===== config.mk =====
export PLATFORM = sky130hd
export DESIGN_NAME = tx_top
export DESIGN_NICKNAME = d
export VERILOG_FILES = /design/src/design/tx_pkg.sv /design/src/design/tx_top.sv /design/src/design/qr_4t1_mux.sv /design/src/design/hr_16t4_mux.sv /design/src/design/tx_clock_divider.sv
export SDC_FILE = /design/constraint.sdc
export NUM_CORES = 1
export LEC_CHECK = 0
export BUFFER_PORTS_ARGS = -buffer_cell sky130_fd_sc_hd__buf_2
export CAP_MARGIN = 20
export CORE_UTILIZATION = 57
export CTS_CLUSTER_DIAMETER = 30
export DETAILED_ROUTE_END_ITERATION = 7
export PLACE_DENSITY = 0.78
export SLEW_MARGIN = 25
export SYNTH_ARGS = -nofsm -noshare
export SYNTH_HDL_FRONTEND = slang
export SYNTH_SLANG_ARGS = --single-unit

===== constraint.sdc =====
create_clock -name ext_clk -period 2.2 [get_ports ext_clk]
set_input_delay 0.22 -clock ext_clk [delete_from_list [all_inputs] [get_ports ext_clk]]
set_output_delay 0.22 -clock ext_clk [all_outputs]
set_load 0.01 [all_outputs]

===== src/design/tx_pkg.sv =====
`default_nettype none

package tx_pkg;

    ////////////////////
    // Datapath widths
    ////////////////////

    // Parallel word from the upstream source
    localparam int WORD_W = 16;

    // Quarter-rate nibble, one per phase slot
    localparam int NIB_W = 4;

    // Bit-slot counter inside one word
    localparam int CNT_W = 4;   // 2**CNT_W slots == WORD_W bits

    // Word-sample edge to first serial bit, in advancing cycles
    // One full nibble slot through the word register and select
    localparam int LOAD_LAT = 4;

    ////////////////////
    // Quarter-rate phases
    ////////////////////

    // Rising-edge order of the quarter-rate clocks
    // Q -> I -> QB -> IB -> Q, evenly spaced in one word
    // Encoded as the upper two bits of the slot counter
    typedef enum logic [1:0] {
        PH_Q  = 2'd0,           // Slots 0..3
        PH_I  = 2'd1,           // Slots 4..7
        PH_QB = 2'd2,           // Slots 8..11
        PH_IB = 2'd3            // Slots 12..15
    } q_phase_e;

endpackage

`default_nettype wire

===== src/design/tx_top.sv =====
`default_nettype none

module tx_top (
    input  logic                        ext_clk,        // Serial bit-rate clock
    input  logic                        arst_n,
    input  logic                        cke,            // High gates the transmitter off
    input  logic                        bit_slip,       // Delays the word boundary by one bit
    // Next word must be stable before the falling edge of clk_prbsgen
    // No back-pressure, the source follows the word clock
    input  logic [tx_pkg::WORD_W-1:0]   din,
    output logic                        clk_prbsgen,    // Word clock for the data source
    output logic                        dout_p,         // Serial data, true
    output logic                        dout_n          // Serial data, inverted
);

    import tx_pkg::*;

    logic             advance;
    q_phase_e         phase;
    logic             load_word;
    logic             load_nibble;
    logic [NIB_W-1:0] qr_data_p;        // 16:4 output, positive chain
    logic [NIB_W-1:0] qr_data_n;        // 16:4 output, negative chain
    logic             ser_p;            // Raw serial bits before gating
    logic             ser_n;

    ////////////////////
    // Slot timing
    ////////////////////

    tx_clock_divider u_clk_div (
        .ext_clk     (ext_clk),
        .arst_n      (arst_n),
        .cke         (cke),
        .bit_slip    (bit_slip),
        .advance     (advance),
        .phase       (phase),
        .load_word   (load_word),
        .load_nibble (load_nibble),
        .clk_prbsgen (clk_prbsgen)
    );

    ////////////////////
    // Serializer chains
    ////////////////////

    // Positive chain
    hr_16t4_mux u_hr_mux_p (
        .ext_clk   (ext_clk),
        .arst_n    (arst_n),
        .advance   (advance),
        .load_word (load_word),
        .phase     (phase),
        .din       (din),
        .dout      (qr_data_p)
    );

    qr_4t1_mux u_qr_mux_p (
        .ext_clk     (ext_clk),
        .arst_n      (arst_n),
        .advance     (advance),
        .load_nibble (load_nibble),
        .din         (qr_data_p),
        .data        (ser_p)
    );

    // Negative chain, inverted word for the differential pair
    hr_16t4_mux u_hr_mux_n (
        .ext_clk   (ext_clk),
        .arst_n    (arst_n),
        .advance   (advance),
        .load_word (load_word),
        .phase     (phase),
        .din       (~din),
        .dout      (qr_data_n)
    );

    qr_4t1_mux u_qr_mux_n (
        .ext_clk     (ext_clk),
        .arst_n      (arst_n),
        .advance     (advance),
        .load_nibble (load_nibble),
        .din         (qr_data_n),
        .data        (ser_n)
    );

    // Both legs low while gated, state underneath holds
    assign dout_p = ser_p & ~cke;
    assign dout_n = ser_n & ~cke;

endmodule

`default_nettype wire


===== src/design/qr_4t1_mux.sv =====
`default_nettype none

module qr_4t1_mux (
    input  logic                        ext_clk,
    input  logic                        arst_n,
    input  logic                        advance,        // Slot enable
    input  logic                        load_nibble,    // Last slot of a phase
    input  logic [tx_pkg::NIB_W-1:0]    din,            // Nibble from the 16:4 stage
    output logic                        data            // Registered serial bit
);

    import tx_pkg::*;

    logic [NIB_W-2:0] shift_q;      // Bits still waiting to go out

    ////////////////////
    // Nibble shifter
    ////////////////////

    // LSB first, bit 0 reaches data at the load edge itself
    always_ff @(posedge ext_clk or negedge arst_n) begin
        if (!arst_n) begin
            data    <= 1'b0;
            shift_q <= '0;
        end else if (advance) begin
            if (load_nibble) begin
                data    <= din[0];              // First bit straight out
                shift_q <= din[NIB_W-1:1];      // Keep the upper three
            end else begin
                data    <= shift_q[0];
                shift_q <= {1'b0, shift_q[NIB_W-2:1]};
            end
        end
        // No advance, so the current bit repeats
    end

endmodule

`default_nettype wire


===== src/design/hr_16t4_mux.sv =====
`default_nettype none

module hr_16t4_mux (
    input  logic                        ext_clk,
    input  logic                        arst_n,
    input  logic                        advance,    // Slot enable
    input  logic                        load_word,  // Last slot of the word
    input  tx_pkg::q_phase_e            phase,      // Current quarter-rate slot
    input  logic [tx_pkg::WORD_W-1:0]   din,        // Parallel word from the source
    output logic [tx_pkg::NIB_W-1:0]    dout        // Nibble for the 4:1 stage
);

    import tx_pkg::*;

    logic [WORD_W-1:0] word_q;      // Word being serialized

    ////////////////////
    // Word register
    ////////////////////

    // Old word stays until its IB nibble is taken at the same edge
    always_ff @(posedge ext_clk or negedge arst_n) begin
        if (!arst_n) begin
            word_q <= '0;
        end else if (advance && load_word) begin
            word_q <= din;
        end
    end

    ////////////////////
    // Nibble select
    ////////////////////

    // Nibble of the current slot is taken at its last edge
    // and shifted out during the following slot
    always_comb begin
        case (phase)
            PH_Q:    dout = word_q[0*NIB_W +: NIB_W];  // Bits 3:0
            PH_I:    dout = word_q[1*NIB_W +: NIB_W];  // Bits 7:4
            PH_QB:   dout = word_q[2*NIB_W +: NIB_W];  // Bits 11:8
            PH_IB:   dout = word_q[3*NIB_W +: NIB_W];  // Bits 15:12
            default: dout = '0;
        endcase
    end

endmodule

`default_nettype wire


===== src/design/tx_clock_divider.sv =====
`default_nettype none

module tx_clock_divider (
    input  logic              ext_clk,      // Serial bit-rate clock
    input  logic              arst_n,
    input  logic              cke,          // High gates the transmitter off
    input  logic              bit_slip,     // One-cycle step of the word boundary
    output logic              advance,      // Slot enable for all stages
    output tx_pkg::q_phase_e  phase,        // Current quarter-rate slot
    output logic              load_word,    // Capture din into the word register
    output logic              load_nibble,  // Load next nibble into the shifter
    output logic              clk_prbsgen   // Word-rate clock to the data source
);

    import tx_pkg::*;

    logic [CNT_W-1:0] bit_cnt;              // Bit slot inside the word

    ////////////////////
    // Slot counter
    ////////////////////

    // Hold on gating or slip, a slip costs exactly one cycle
    assign advance = ~cke & ~bit_slip;

    always_ff @(posedge ext_clk or negedge arst_n) begin
        if (!arst_n) begin
            bit_cnt <= '0;
        end else if (advance) begin
            bit_cnt <= bit_cnt + CNT_W'(1);     // Wraps 15 -> 0
        end
    end

    ////////////////////
    // Phase and strobes
    ////////////////////

    // Upper counter bits select the quarter-rate phase
    assign phase = q_phase_e'(bit_cnt[CNT_W-1 -: $bits(q_phase_e)]);

    // Last slot of each phase, the shifter takes a fresh nibble
    assign load_nibble = advance & (&bit_cnt[CNT_W-$bits(q_phase_e)-1:0]);

    // Last slot of the word
    // New word enters as the final nibble leaves the old one
    assign load_word = advance & (&bit_cnt);

    ////////////////////
    // Word-rate clock
    ////////////////////

    // MSB is high in slots 8..15, falls as din is sampled
    assign clk_prbsgen = bit_cnt[CNT_W-1] & ~cke;   // Gated low with the transmitter

endmodule

`default_nettype wire


==> results of run 1 <==
## final cells by class
| type | instances | area (um^2) |
|---|---|---|
| inverters | 8 | 30.0 |
| clock buffers | 7 | 55.1 |
| well taps | 46 | 57.6 |
| fillers | 256 | 1150 |
| multi-input cells | 82 | 816 |
| clock inverters | 1 | 7.51 |
| flip-flops and latches | 44 | 1100 |
| repair buffers | 29 | 168 |
## critical path, stage by stage, from the launching register on
cell and delay, ns:
dfrtp_1 0.59, and2_1 0.22, and2_4 0.48, mux2_2 0.40
## report_power, final
group,switching (mW),internal [mW],total (mW)
registers,0.204,1.12,1.32
clock network,0.264,0.157,0.420
logic,0.379,0.559,0.939
total,0.847,1.84,2.68
## worst max path at each step
stage          slack (ns)                    to                  from
6_report             0.39  u_hr_mux_p.word_q[7]  u_clk_div.bit_cnt[2]
5_1_grt              0.29  u_hr_mux_p.word_q[7]  u_clk_div.bit_cnt[0]
4_1_cts              0.37  u_hr_mux_p.word_q[7]  u_clk_div.bit_cnt[2]
3_5_place_dp         0.41  u_hr_mux_p.word_q[7]  u_clk_div.bit_cnt[2]
3_3_place_gp         0.49  u_hr_mux_p.word_q[7]  u_clk_div.bit_cnt[2]
2_1_floorplan        0.52  u_hr_mux_p.word_q[0]  u_clk_div.bit_cnt[0]
## flip-flops by register name, indices dropped and copies added, names as in the netlist
register	cells
u_qr_mux_p.shift_q	3
u_qr_mux_p.data	1
u_qr_mux_n.shift_q	3
u_hr_mux_p.word_q	16
u_clk_div.bit_cnt	4
u_qr_mux_n.data	1
u_hr_mux_n.word_q	16
## through the flow
stage	hold WS, ns	total power [mW]	cell area (um^2)	util (%)
after global routing	0.0154	2.86	2230	65.9
after global placement	0.398	2.22	2160	63.7
after detailed placement	0.409	2.29	2160	63.7
after CTS	0.000710	2.71	2220	65.6
after floorplan	-0.0756	2.05	2050	-
final	0.0251	2.68	2230	65.9
## kinds of logic after synthesis
logic type                 count (synthesis)
DFF                                       44
muxes                                     39
AOI/OAI and AO/OA                         24
buffers and inverters                     18
and+or+nand+nor                           15
xor gates and xnor gates                   3
adders and majority gates                  1
## metal layers
metal,up-vias,routed length [um]
met5,-,0
met4,0,55
met3,5,138
li1,558,-
met2,27,1650
met1,610,1610
## cells in the final DEF, fill, tap and decap left out
master	n
a21oi_1	22
a22o_1	2
and2_1	1
and2_4	1
buf_2	21
buf_4	7
clkbuf_1	1
clkbuf_4	5
clkbuf_8	1
clkinvlp_4	1
dfrtp_1	44
dlygate4sd3_1	1
ha_1	1
inv_1	8
mux2_2	3
mux2_4	14
mux2i_1	14
mux4_2	8
nand4_1	1
nor2_1	7
nor2b_1	3
nor3b_2	1
or2_2	1
xnor2_1	2
xor2_1	1
==> metrics, run 1 <==
GRT busiest layer met2; CTS tree built; dominant cell type by area after synthesis dfrtp_1; register area share after synthesis a little over half; Synth Area in Adders less than 1%; syn_area_per_cell around 14 um^2; clk_lat worst skew 0.37 ns; CP Data Required Time about 2.5 ns; Post-route DRC 0; DRT iter0 DRCs 58; Relative slew margins ~64%; clk root buf clkbuf_4; Worst-Margin Slew about 0.54 ns; GRT Residual Overflow 0; R2R setup slack 0.39 ns; met1 Usage GRT 30.9%; drt first pass iters 4; power per cell area 1200 nW/um^2; Slew Viols, Final 0; asr flop ratio synth 100%; Reg2Reg Depth 3; Setup violations, final 0; Worst Hold Class primary input to register; Final Hold Fails 0; cts-stage hold buffer count 0; xor and xnor area share after synthesis 1.28%; initial antenna violation count 0; total track usage 22.0%; VDD IR-drop max about 0.6 mV; Syn Nets approximately 170; Hold Crit Depth 2; post-synthesis simple-gate area fraction under 10%; Core Area ~3400 um^2; GR Util met3 under 10%; met2 track demand over resource between 30% and 40%; largest family of logic cells by synthesized area multiplexers; Post-CTS Setup Bufs 0; synth unique cells 23; clock sinks 44; final setup skew around 0.013 ns; Hold Crit Start din[3]; RePlAce Congestion between 0.7 and 0.8; initial core utilization between 60% and 70%; IO Count 23; Inst Count DP about 210; Peak Freq approximately 0.55 GHz; #FFs+latches synth 44; first-pass GRT wire length around 5800 um; pre-CTS setup slack ~0.4 ns; post-synth top area share a little over half; post_cts resized 0; Worst Path Max Fanout 32; top_reg_cell synth dfrtp_1; via count 1200; Synth Area in Compound Gates under 10%; TNS Setup 0 ns; Worst-path clk slew 0.13 ns; routed len/inst between 15 and 20 um; Post-Syn Area around 2000 um^2; Post-synth EDFFs 0; Final ANT Viol Nets 0; share of cells above drive strength 1 a little under two fifths; mean number of vias per cell between 5 and 6; Startpoint Class register; R2R Path End u_hr_mux_p.word_q[7]; WL final 3450 um; cell with the most instances after synthesis dfrtp_1; post-synthesis cell count between 100 and 150; final worst path period share ~80%; Finished Layout Cells around 220; TritonCTS Buffers 5; Die X about 62 um; final worst path period need between 1.5 and 2 ns; number of global-route vias before repair roughly 1200; synthesis-to-finish area growth 9.04%; Leak Pwr ~1.0 nW; # nets final 191; crit path capture type register; mux cell area share after synthesis 27.5%; Worst Setup Path Type register to register; n_diodes 0; Crit Reg-Reg Startpoint u_clk_div.bit_cnt[2]; PortBufs 22; Die Y 62.0 um; CTS Buffer Depth 2; max-capacitance violation count 0; num rows 21; dpl hpwl between 2000 and 2500 um; Synthesis Warnings 0; WP data arrival 2.07 ns; commonest cells in the netlist dfrtp_1, a21oi_1, mux2_4, mux2i_1; pin count of the biggest net entering global routing 45; Worst Hold End u_hr_mux_n.word_q[3]; unrepaired setup endpoints after global routing no; Synth area leaders dfrtp_1, mux2_4, mux4_2; outcome complete, no violations; Final WS setup 0.390 ns; H-tree depth 2; Die Area about 3800 um^2
No activity file was read; power rests on OpenSTA's default activity.
==> inputs of run 2 (changes only) <==
==> constraint.sdc (replaced) <==
create_clock -name ext_clk -period 1.7 [get_ports ext_clk]
set_input_delay 0.17 -clock ext_clk [delete_from_list [all_inputs] [get_ports ext_clk]]
set_output_delay 0.17 -clock ext_clk [all_outputs]
set_load 0.01 [all_outputs]
==> run 2 against run 1 <==
  * Non-clock buffer count rose by 18
  * Setup slack got worse by 0.30 ns
  * Cell count rose by 8.3%
  * Clock-buffer cell count fell by 1
  * Largest power group unchanged
  * Hold slack got worse by 0.013 ns
==> metrics, run 2 (synthesis gave the netlist of run 1 again) <==
outcome complete, no violations (unchanged); Relative slew margins 63.6% (was 64.1%); Startpoint Class register (unchanged); Worst-path clk slew 0.12 ns (was 0.13 ns); register area 1100 um^2 (unchanged); Post-route DRC 0 (unchanged); H-tree depth 2 (unchanged); total track usage 23.3% (was 22.0%); power per cell area 1510 nW/um^2 (was 1200 nW/um^2); Worst Path Max Fanout 24 (was 32); fill count 242 (was 256); pre-CTS setup slack 0.0954 ns (was 0.407 ns); mean number of vias per cell 5.34 (was 5.53); synthesis-to-finish area growth 18.4% (was 9.04%); clock sinks 44 (unchanged); Post-DP Area 2210 um^2 (was 2160 um^2); CTS tree built (unchanged); Sequential Power Share 46.8% (was 49.3%); Core Area 3390 um^2 (unchanged); initial antenna violation count 0 (unchanged); final setup skew 0.00637 ns (was 0.0132 ns); CP Data Required Time 1.95 ns (was 2.46 ns); drt first pass iters 4 (unchanged); n_diodes 0 (unchanged); WL final 3860 um (was 3450 um); Final WS setup 0.0926 ns (was 0.390 ns); share of cells above drive strength 1 36.0% (was 36.8%); Reg2Reg Depth 5 (was 3); Final ANT Viol Nets 0 (unchanged); final worst path period share 94.6% (was 82.3%); TNS Setup 0 ns (unchanged); most frequent cells in the layout dfrtp_1, a21oi_1, buf_2 (was dfrtp_1, a21oi_1, buf_2, mux2_4, mux2i_1); initial core utilization 60.5% (unchanged); PortBufs 22 (unchanged); Crit path max-delay family flip-flops (was simple AND/OR/NAND/NOR gates); DRT iter0 DRCs 38 (was 58); Top Registers u_hr_mux_n.word_q x16, u_hr_mux_p.word_q x16, u_clk_div.bit_cnt x4 (unchanged); VDD IR-drop max 0.839 mV (was 0.596 mV); Die X 62.0 um (unchanged); post_cts resized 0 (unchanged); final worst path period need 1.61 ns (was 1.81 ns); power share of the combinational group 35.9% (was 35.0%); Hold Crit Depth 2 (unchanged); max-capacitance violation count 0 (unchanged); area taken by multi-input logic gates 816 um^2 (unchanged); dpl hpwl 2660 um (was 2430 um); pin count of the biggest net entering global routing 45 (unchanged); # nets final 209 (was 191); Final Hold Fails 0 (unchanged); routed len/inst 16.4 um (was 15.9 um); num rows 21 (unchanged); Die Area 3840 um^2 (unchanged); first-pass GRT wire length 6000 um (was 5820 um); clk root buf clkbuf_4 (unchanged); RePlAce Congestion 0.740 (was 0.706); R2R setup slack 0.09 ns (was 0.39 ns); unrepaired setup endpoints after global routing no (unchanged); internal power 2.54 mW (was 1.84 mW); Clock Power Share 17.3% (was 15.7%); Peak Freq 0.622 GHz (was 0.553 GHz); number of global-route vias before repair 1287 (was 1203); IO Count 23 (unchanged); CP max stage delay 0.41 ns (was 0.59 ns); CP max stage cell dfrtp_1 (unchanged); Worst Setup Path Type register to register (unchanged); Leak Pwr 1.13 nW (was 1.04 nW); most common cell after layout, fill and taps aside dfrtp_1 (unchanged); Die Y 62.0 um (unchanged); TritonCTS Buffers 5 (unchanged); CTS Buffer Depth 2 (unchanged); Worst Hold Class primary input to register (unchanged); Slew Viols, Final 0 (unchanged); Bufs and invs on worst path 1 (was 0); Finished Cell Area 2430 um^2 (was 2230 um^2); number of cells on the critical path 5 (was 3); Net Sw Frac 30.6% (was 31.6%); cells along the critical path ha_1 > nor3b_2 > and2_4 > buf_12 > mux2_2 (was and2_1 > and2_4 > mux2_2); Psw 1.12 mW (was 0.847 mW); Worst-Margin Slew 0.545 ns (was 0.538 ns); clk_lat worst skew 0.35 ns (was 0.37 ns); GRT Residual Overflow 0 (unchanged); crit path capture type register (unchanged); WP data arrival 1.86 ns (was 2.07 ns); via count 1256 (was 1200); Setup violations, final 0 (unchanged)
run 2: cell types whose count changed in the layout (fill, tap and decap cells not counted), sizes merged:
cell,delta
buf,+5
clkinvlp,-1
clkinv,+1
clkbuf,-1
dlygate4sd3,+13
bufinv,+1
run 2: final timing paths:
check / startpoint / to
min in group asynchronous: arst_n / u_hr_mux_p.word_q[4]
min: din[11] / u_hr_mux_n.word_q[11]
min reg2reg: u_clk_div.bit_cnt[0] / u_clk_div.bit_cnt[0]
max in group asynchronous: arst_n / u_hr_mux_n.word_q[2]
max: u_clk_div.bit_cnt[0] / u_hr_mux_p.word_q[8]
max reg2reg: u_clk_div.bit_cnt[0] / u_hr_mux_p.word_q[8]
run 2: power groups by stage:
stage          logic, mW  registers [mW]  clock network, mW
4_1_cts             1.33            1.71              0.647
2_1_floorplan       1.04            1.62                  0
5_1_grt             1.44            1.76              0.686
6_report            1.31            1.71              0.634
3_3_place_gp        1.22            1.70                  0
3_5_place_dp        1.30            1.73                  0
run 2: layout make-up:
class,count,share of cell area [%]
well taps,46,2.37
repair buffers,47,14.2
inverters,8,1.24
clock inverters,2,1.44
clock buffers,6,1.70
multi-input cells,82,33.6
flip-flops and latches,44,45.4
run 2: per-layer routing:
metal  track usage, %  vias up  part of all wire (%)
met3             6.21        7                   4.4
met2             37.1       27                    50
met1             30.9      630                    44
met5                0        -                     0
li1                 -      592                     -
met4             8.89        0                   2.0
run 2: timing repair:
| item | 4_1_cts | 5_1_grt |
|---|---|---|
| hold buffers | 13 | 1 |
| hold endpoints to repair | 56 | 1 |
| setup buffers | 0 | 0 |
run 2: through the flow:
step                hold slack [ns]  std cells  util (%)  power (mW)
finish                       0.0124        235      71.6        3.66
global route                0.00454        235      71.6        3.88
CTS                         0.00365        234      71.3        3.68
detailed placement            0.274        213      65.2        3.03
global placement              0.261        213      65.2        2.92
floorplan                    -0.126        144         -        2.66
==> inputs of run 3 (changes only) <==
--- a/config.mk
+++ b/config.mk
@@ -5,6 +5,7 @@
 export SDC_FILE = /design/constraint.sdc
 export NUM_CORES = 1
 export LEC_CHECK = 0
+export ABC_AREA = 1
 export BUFFER_PORTS_ARGS = -buffer_cell sky130_fd_sc_hd__buf_2
 export CAP_MARGIN = 20
 export CORE_UTILIZATION = 57
==> run 3 against run 2 <==
  * Flip-flop and latch count unchanged
  * Largest cell class unchanged
  * Clock skew down 0.0026 ns
  * Global-route usage up 2.2 points
  * Clock power up 2%
  * Clock-buffer cell count unchanged
  * Hold slack better by 0.0072 ns
  * Critical endpoint is now clk_prbsgen
  * Synthesized cell count up 52%
==> metrics, run 3 <==
clk_lat worst skew 0.36 ns (was 0.35 ns); dominant cell type by area after synthesis dfrtp_1 (unchanged); pre-CTS setup slack 0.216 ns (was 0.0954 ns); H-tree depth 2 (unchanged); Worst-Margin Slew 0.685 ns (was 0.545 ns); Reg2Reg Depth 5 (unchanged); Worst Setup Path Type register to output pin (was register to register); CP Data Required Time 1.53 ns (was 1.95 ns); final worst path period need 1.55 ns (was 1.61 ns); #FFs+latches synth 44 (unchanged); cts-stage hold buffer count 1 (was 13); fill count 309 (was 242); clock sinks 44 (unchanged); total track usage 25.5% (was 23.3%); Peak Freq 0.645 GHz (was 0.622 GHz); mean number of vias per cell 5.22 (was 5.34); first-pass GRT wire length 6700 um (was 6000 um); via count 1546 (was 1256); Hold Crit Depth 3 (was 2); share of cells above drive strength 1 18.4% (was 36.0%); Startpoint Class register (unchanged); Syn Nets 240 (was 165); max-capacitance violation count 0 (unchanged); Worst Path Max Fanout 10 (was 24); register area 1100 um^2 (unchanged); dpl hpwl 2860 um (was 2660 um); Final Hold Fails 0 (unchanged); CTS tree built (unchanged); outcome complete, no violations (unchanged); Die Area 3750 um^2 (was 3840 um^2); TritonCTS Buffers 5 (unchanged); n_diodes 0 (unchanged); initial core utilization 59.9% (was 60.5%); # nets final 270 (was 209); synth unique cells 25 (was 23); Core Area 3340 um^2 (was 3390 um^2); final worst path period share 91.2% (was 94.6%); WP data arrival 1.38 ns (was 1.86 ns); pin count of the biggest net entering global routing 32 (was 45); start point of the critical path u_clk_div.bit_cnt[3] (was u_clk_div.bit_cnt[0]); DRT iter0 DRCs 92 (was 38); power per cell area 1630 nW/um^2 (was 1510 nW/um^2); Top Registers u_hr_mux_n.word_q x16, u_hr_mux_p.word_q x16, u_clk_div.bit_cnt x4 (unchanged); post-synth top area share 55.1% (was 53.7%); Die Y 61.2 um (was 62.0 um); Worst Hold Class primary input to register (unchanged); most common cell after layout, fill and taps aside nand2_1 (was dfrtp_1); Post-synth EDFFs 0 (unchanged); drt first pass iters 6 (was 4); unrepaired setup endpoints after global routing no (unchanged); post-synthesis cell count 219 (was 144); num rows 21 (unchanged); R2R Path End u_hr_mux_n.word_q[8] (was u_hr_mux_p.word_q[8]); number of global-route vias before repair 1488 (was 1287); cell with the most instances after synthesis nand2_1 (was dfrtp_1); register area share after synthesis 55.1% (was 53.7%); IO Count 23 (unchanged); Crit Reg-Reg Startpoint u_clk_div.bit_cnt[0] (unchanged); most frequent cells in the layout nand2_1, dfrtp_1, nor2_1, buf_2, o21a_1 (was dfrtp_1, a21oi_1, buf_2); WL final 3990 um (was 3860 um); Slew Viols, Final 0 (unchanged); area taken by multi-input logic gates 785 um^2 (was 816 um^2); CTS Buffer Depth 2 (unchanged); Post-route DRC 0 (unchanged); TNS Setup 0 ns (unchanged); Setup violations, final 0 (unchanged); RePlAce Congestion 0.832 (was 0.740); asr flop ratio synth 100% (unchanged); Synth area leaders dfrtp_1, nand2_1, o21a_1 (was dfrtp_1, mux2_4, mux4_2); clk root buf clkbuf_4 (unchanged); initial antenna violation count 0 (unchanged); Die X 61.2 um (was 62.0 um); Final WS setup 0.150 ns (was 0.0926 ns); Post-CTS Setup Bufs 0 (unchanged); synthesis-to-finish area growth 12.4% (was 18.4%); crit path capture type output pin (was register); R2R setup slack 0.21 ns (was 0.09 ns); GRT Residual Overflow 0 (unchanged); routed len/inst 13.5 um (was 16.4 um); syn_area_per_cell 9.12 um^2 (was 14.2 um^2); VDD IR-drop max 0.709 mV (was 0.839 mV); commonest cells in the netlist nand2_1, dfrtp_1, nor2_1 (was dfrtp_1, a21oi_1, mux2_4, mux2i_1); final setup skew 0.00378 ns (was 0.00637 ns); Leak Pwr 1.14 nW (was 1.13 nW); Post-Syn Area 2000 um^2 (was 2050 um^2); Synthesis Warnings 0 (unchanged); post_cts resized 0 (unchanged); PortBufs 22 (unchanged); top_reg_cell synth dfrtp_1 (unchanged); Worst-path clk slew 0.12 ns (about the same); Worst Setup EP clk_prbsgen (was u_hr_mux_p.word_q[8]); Final ANT Viol Nets 0 (unchanged); Relative slew margins 54.3% (was 63.6%)
==> run 3: cell count changes in the layout (fill, tap and decap cells not counted), sizes merged, moves of 8 or more <==
cell / before / now
nand2: 0 / 66
nor2: 7 / 25
mux2: 17 / 0
nand3: 0 / 16
o21a: 0 / 16
mux2i: 14 / 0
dlygate4sd3: 14 / 1
a21oi: 22 / 12
mux4: 8 / 0
==> run 3: cells by family after synthesis <==
logic type      share of synthesized area, %
buf+inv                                 5.64
xor+xnor                                1.32
simple gates                            25.0
fa+ha+maj                              0.626
compound gates                          12.3
flops                                   55.1
==> run 3: layer usage <==
layer,global-route usage (%),vias up,wire length (um)
met4,9.09,0,72
li1,-,770,-
met2,41.3,36,1960
met3,6.72,8,167
met1,33.4,732,1790
met5,0,-,0
==> run 3: where the power goes <==
group / leakage [nW] / switching (mW) / internal [mW] / total (mW)
clock network: 0.0422 / 0.339 / 0.308 / 0.647
registers: 0.536 / 0.275 / 1.49 / 1.76
logic: 0.564 / 0.684 / 0.567 / 1.25
==> run 3: stage by stage <==
step | area [um^2] | util, % | cells | power, mW | hold slack [ns]
3_5_place_dp | 2160 | 64.7 | 287 | 3.04 | 0.240
6_report | 2250 | 67.3 | 296 | 3.66 | 0.0196
4_1_cts | 2250 | 67.3 | 296 | 3.68 | 0.00709
2_1_floorplan | 2000 | - | 219 | 2.67 | -0.126
5_1_grt | 2250 | 67.3 | 296 | 3.93 | 0.0159
3_3_place_gp | 2160 | 64.7 | 287 | 2.99 | 0.233
==> run 3: worst min-delay path by stage <==
stage | startpoint | end
floorplan | arst_n | u_clk_div.bit_cnt[0]
global placement | arst_n | u_hr_mux_n.word_q[4]
detailed placement | arst_n | u_hr_mux_n.word_q[8]
CTS | din[7] | u_hr_mux_p.word_q[7]
global route | din[11] | u_hr_mux_p.word_q[11]
finish | din[7] | u_hr_mux_p.word_q[7]
==> run 3: cell type report <==
| type | count | share of cell area (%) |
|---|---|---|
| sequential | 44 | 49.0 |
| tap | 46 | 2.56 |
| timing repair buffer | 32 | 8.36 |
| multi-input combinational | 157 | 34.9 |
| clock inverter | 2 | 1.56 |
| clock buffer | 6 | 1.84 |
| inverter | 9 | 1.73 |
==> run 3: worst max-delay path, stage by stage, from the launching register on <==
cell and delay [ns]:
dfrtp_1 0.42, buf_4 0.18, inv_1 0.07, buf_4 0.15, nor2_1 0.07, buf_2 0.13
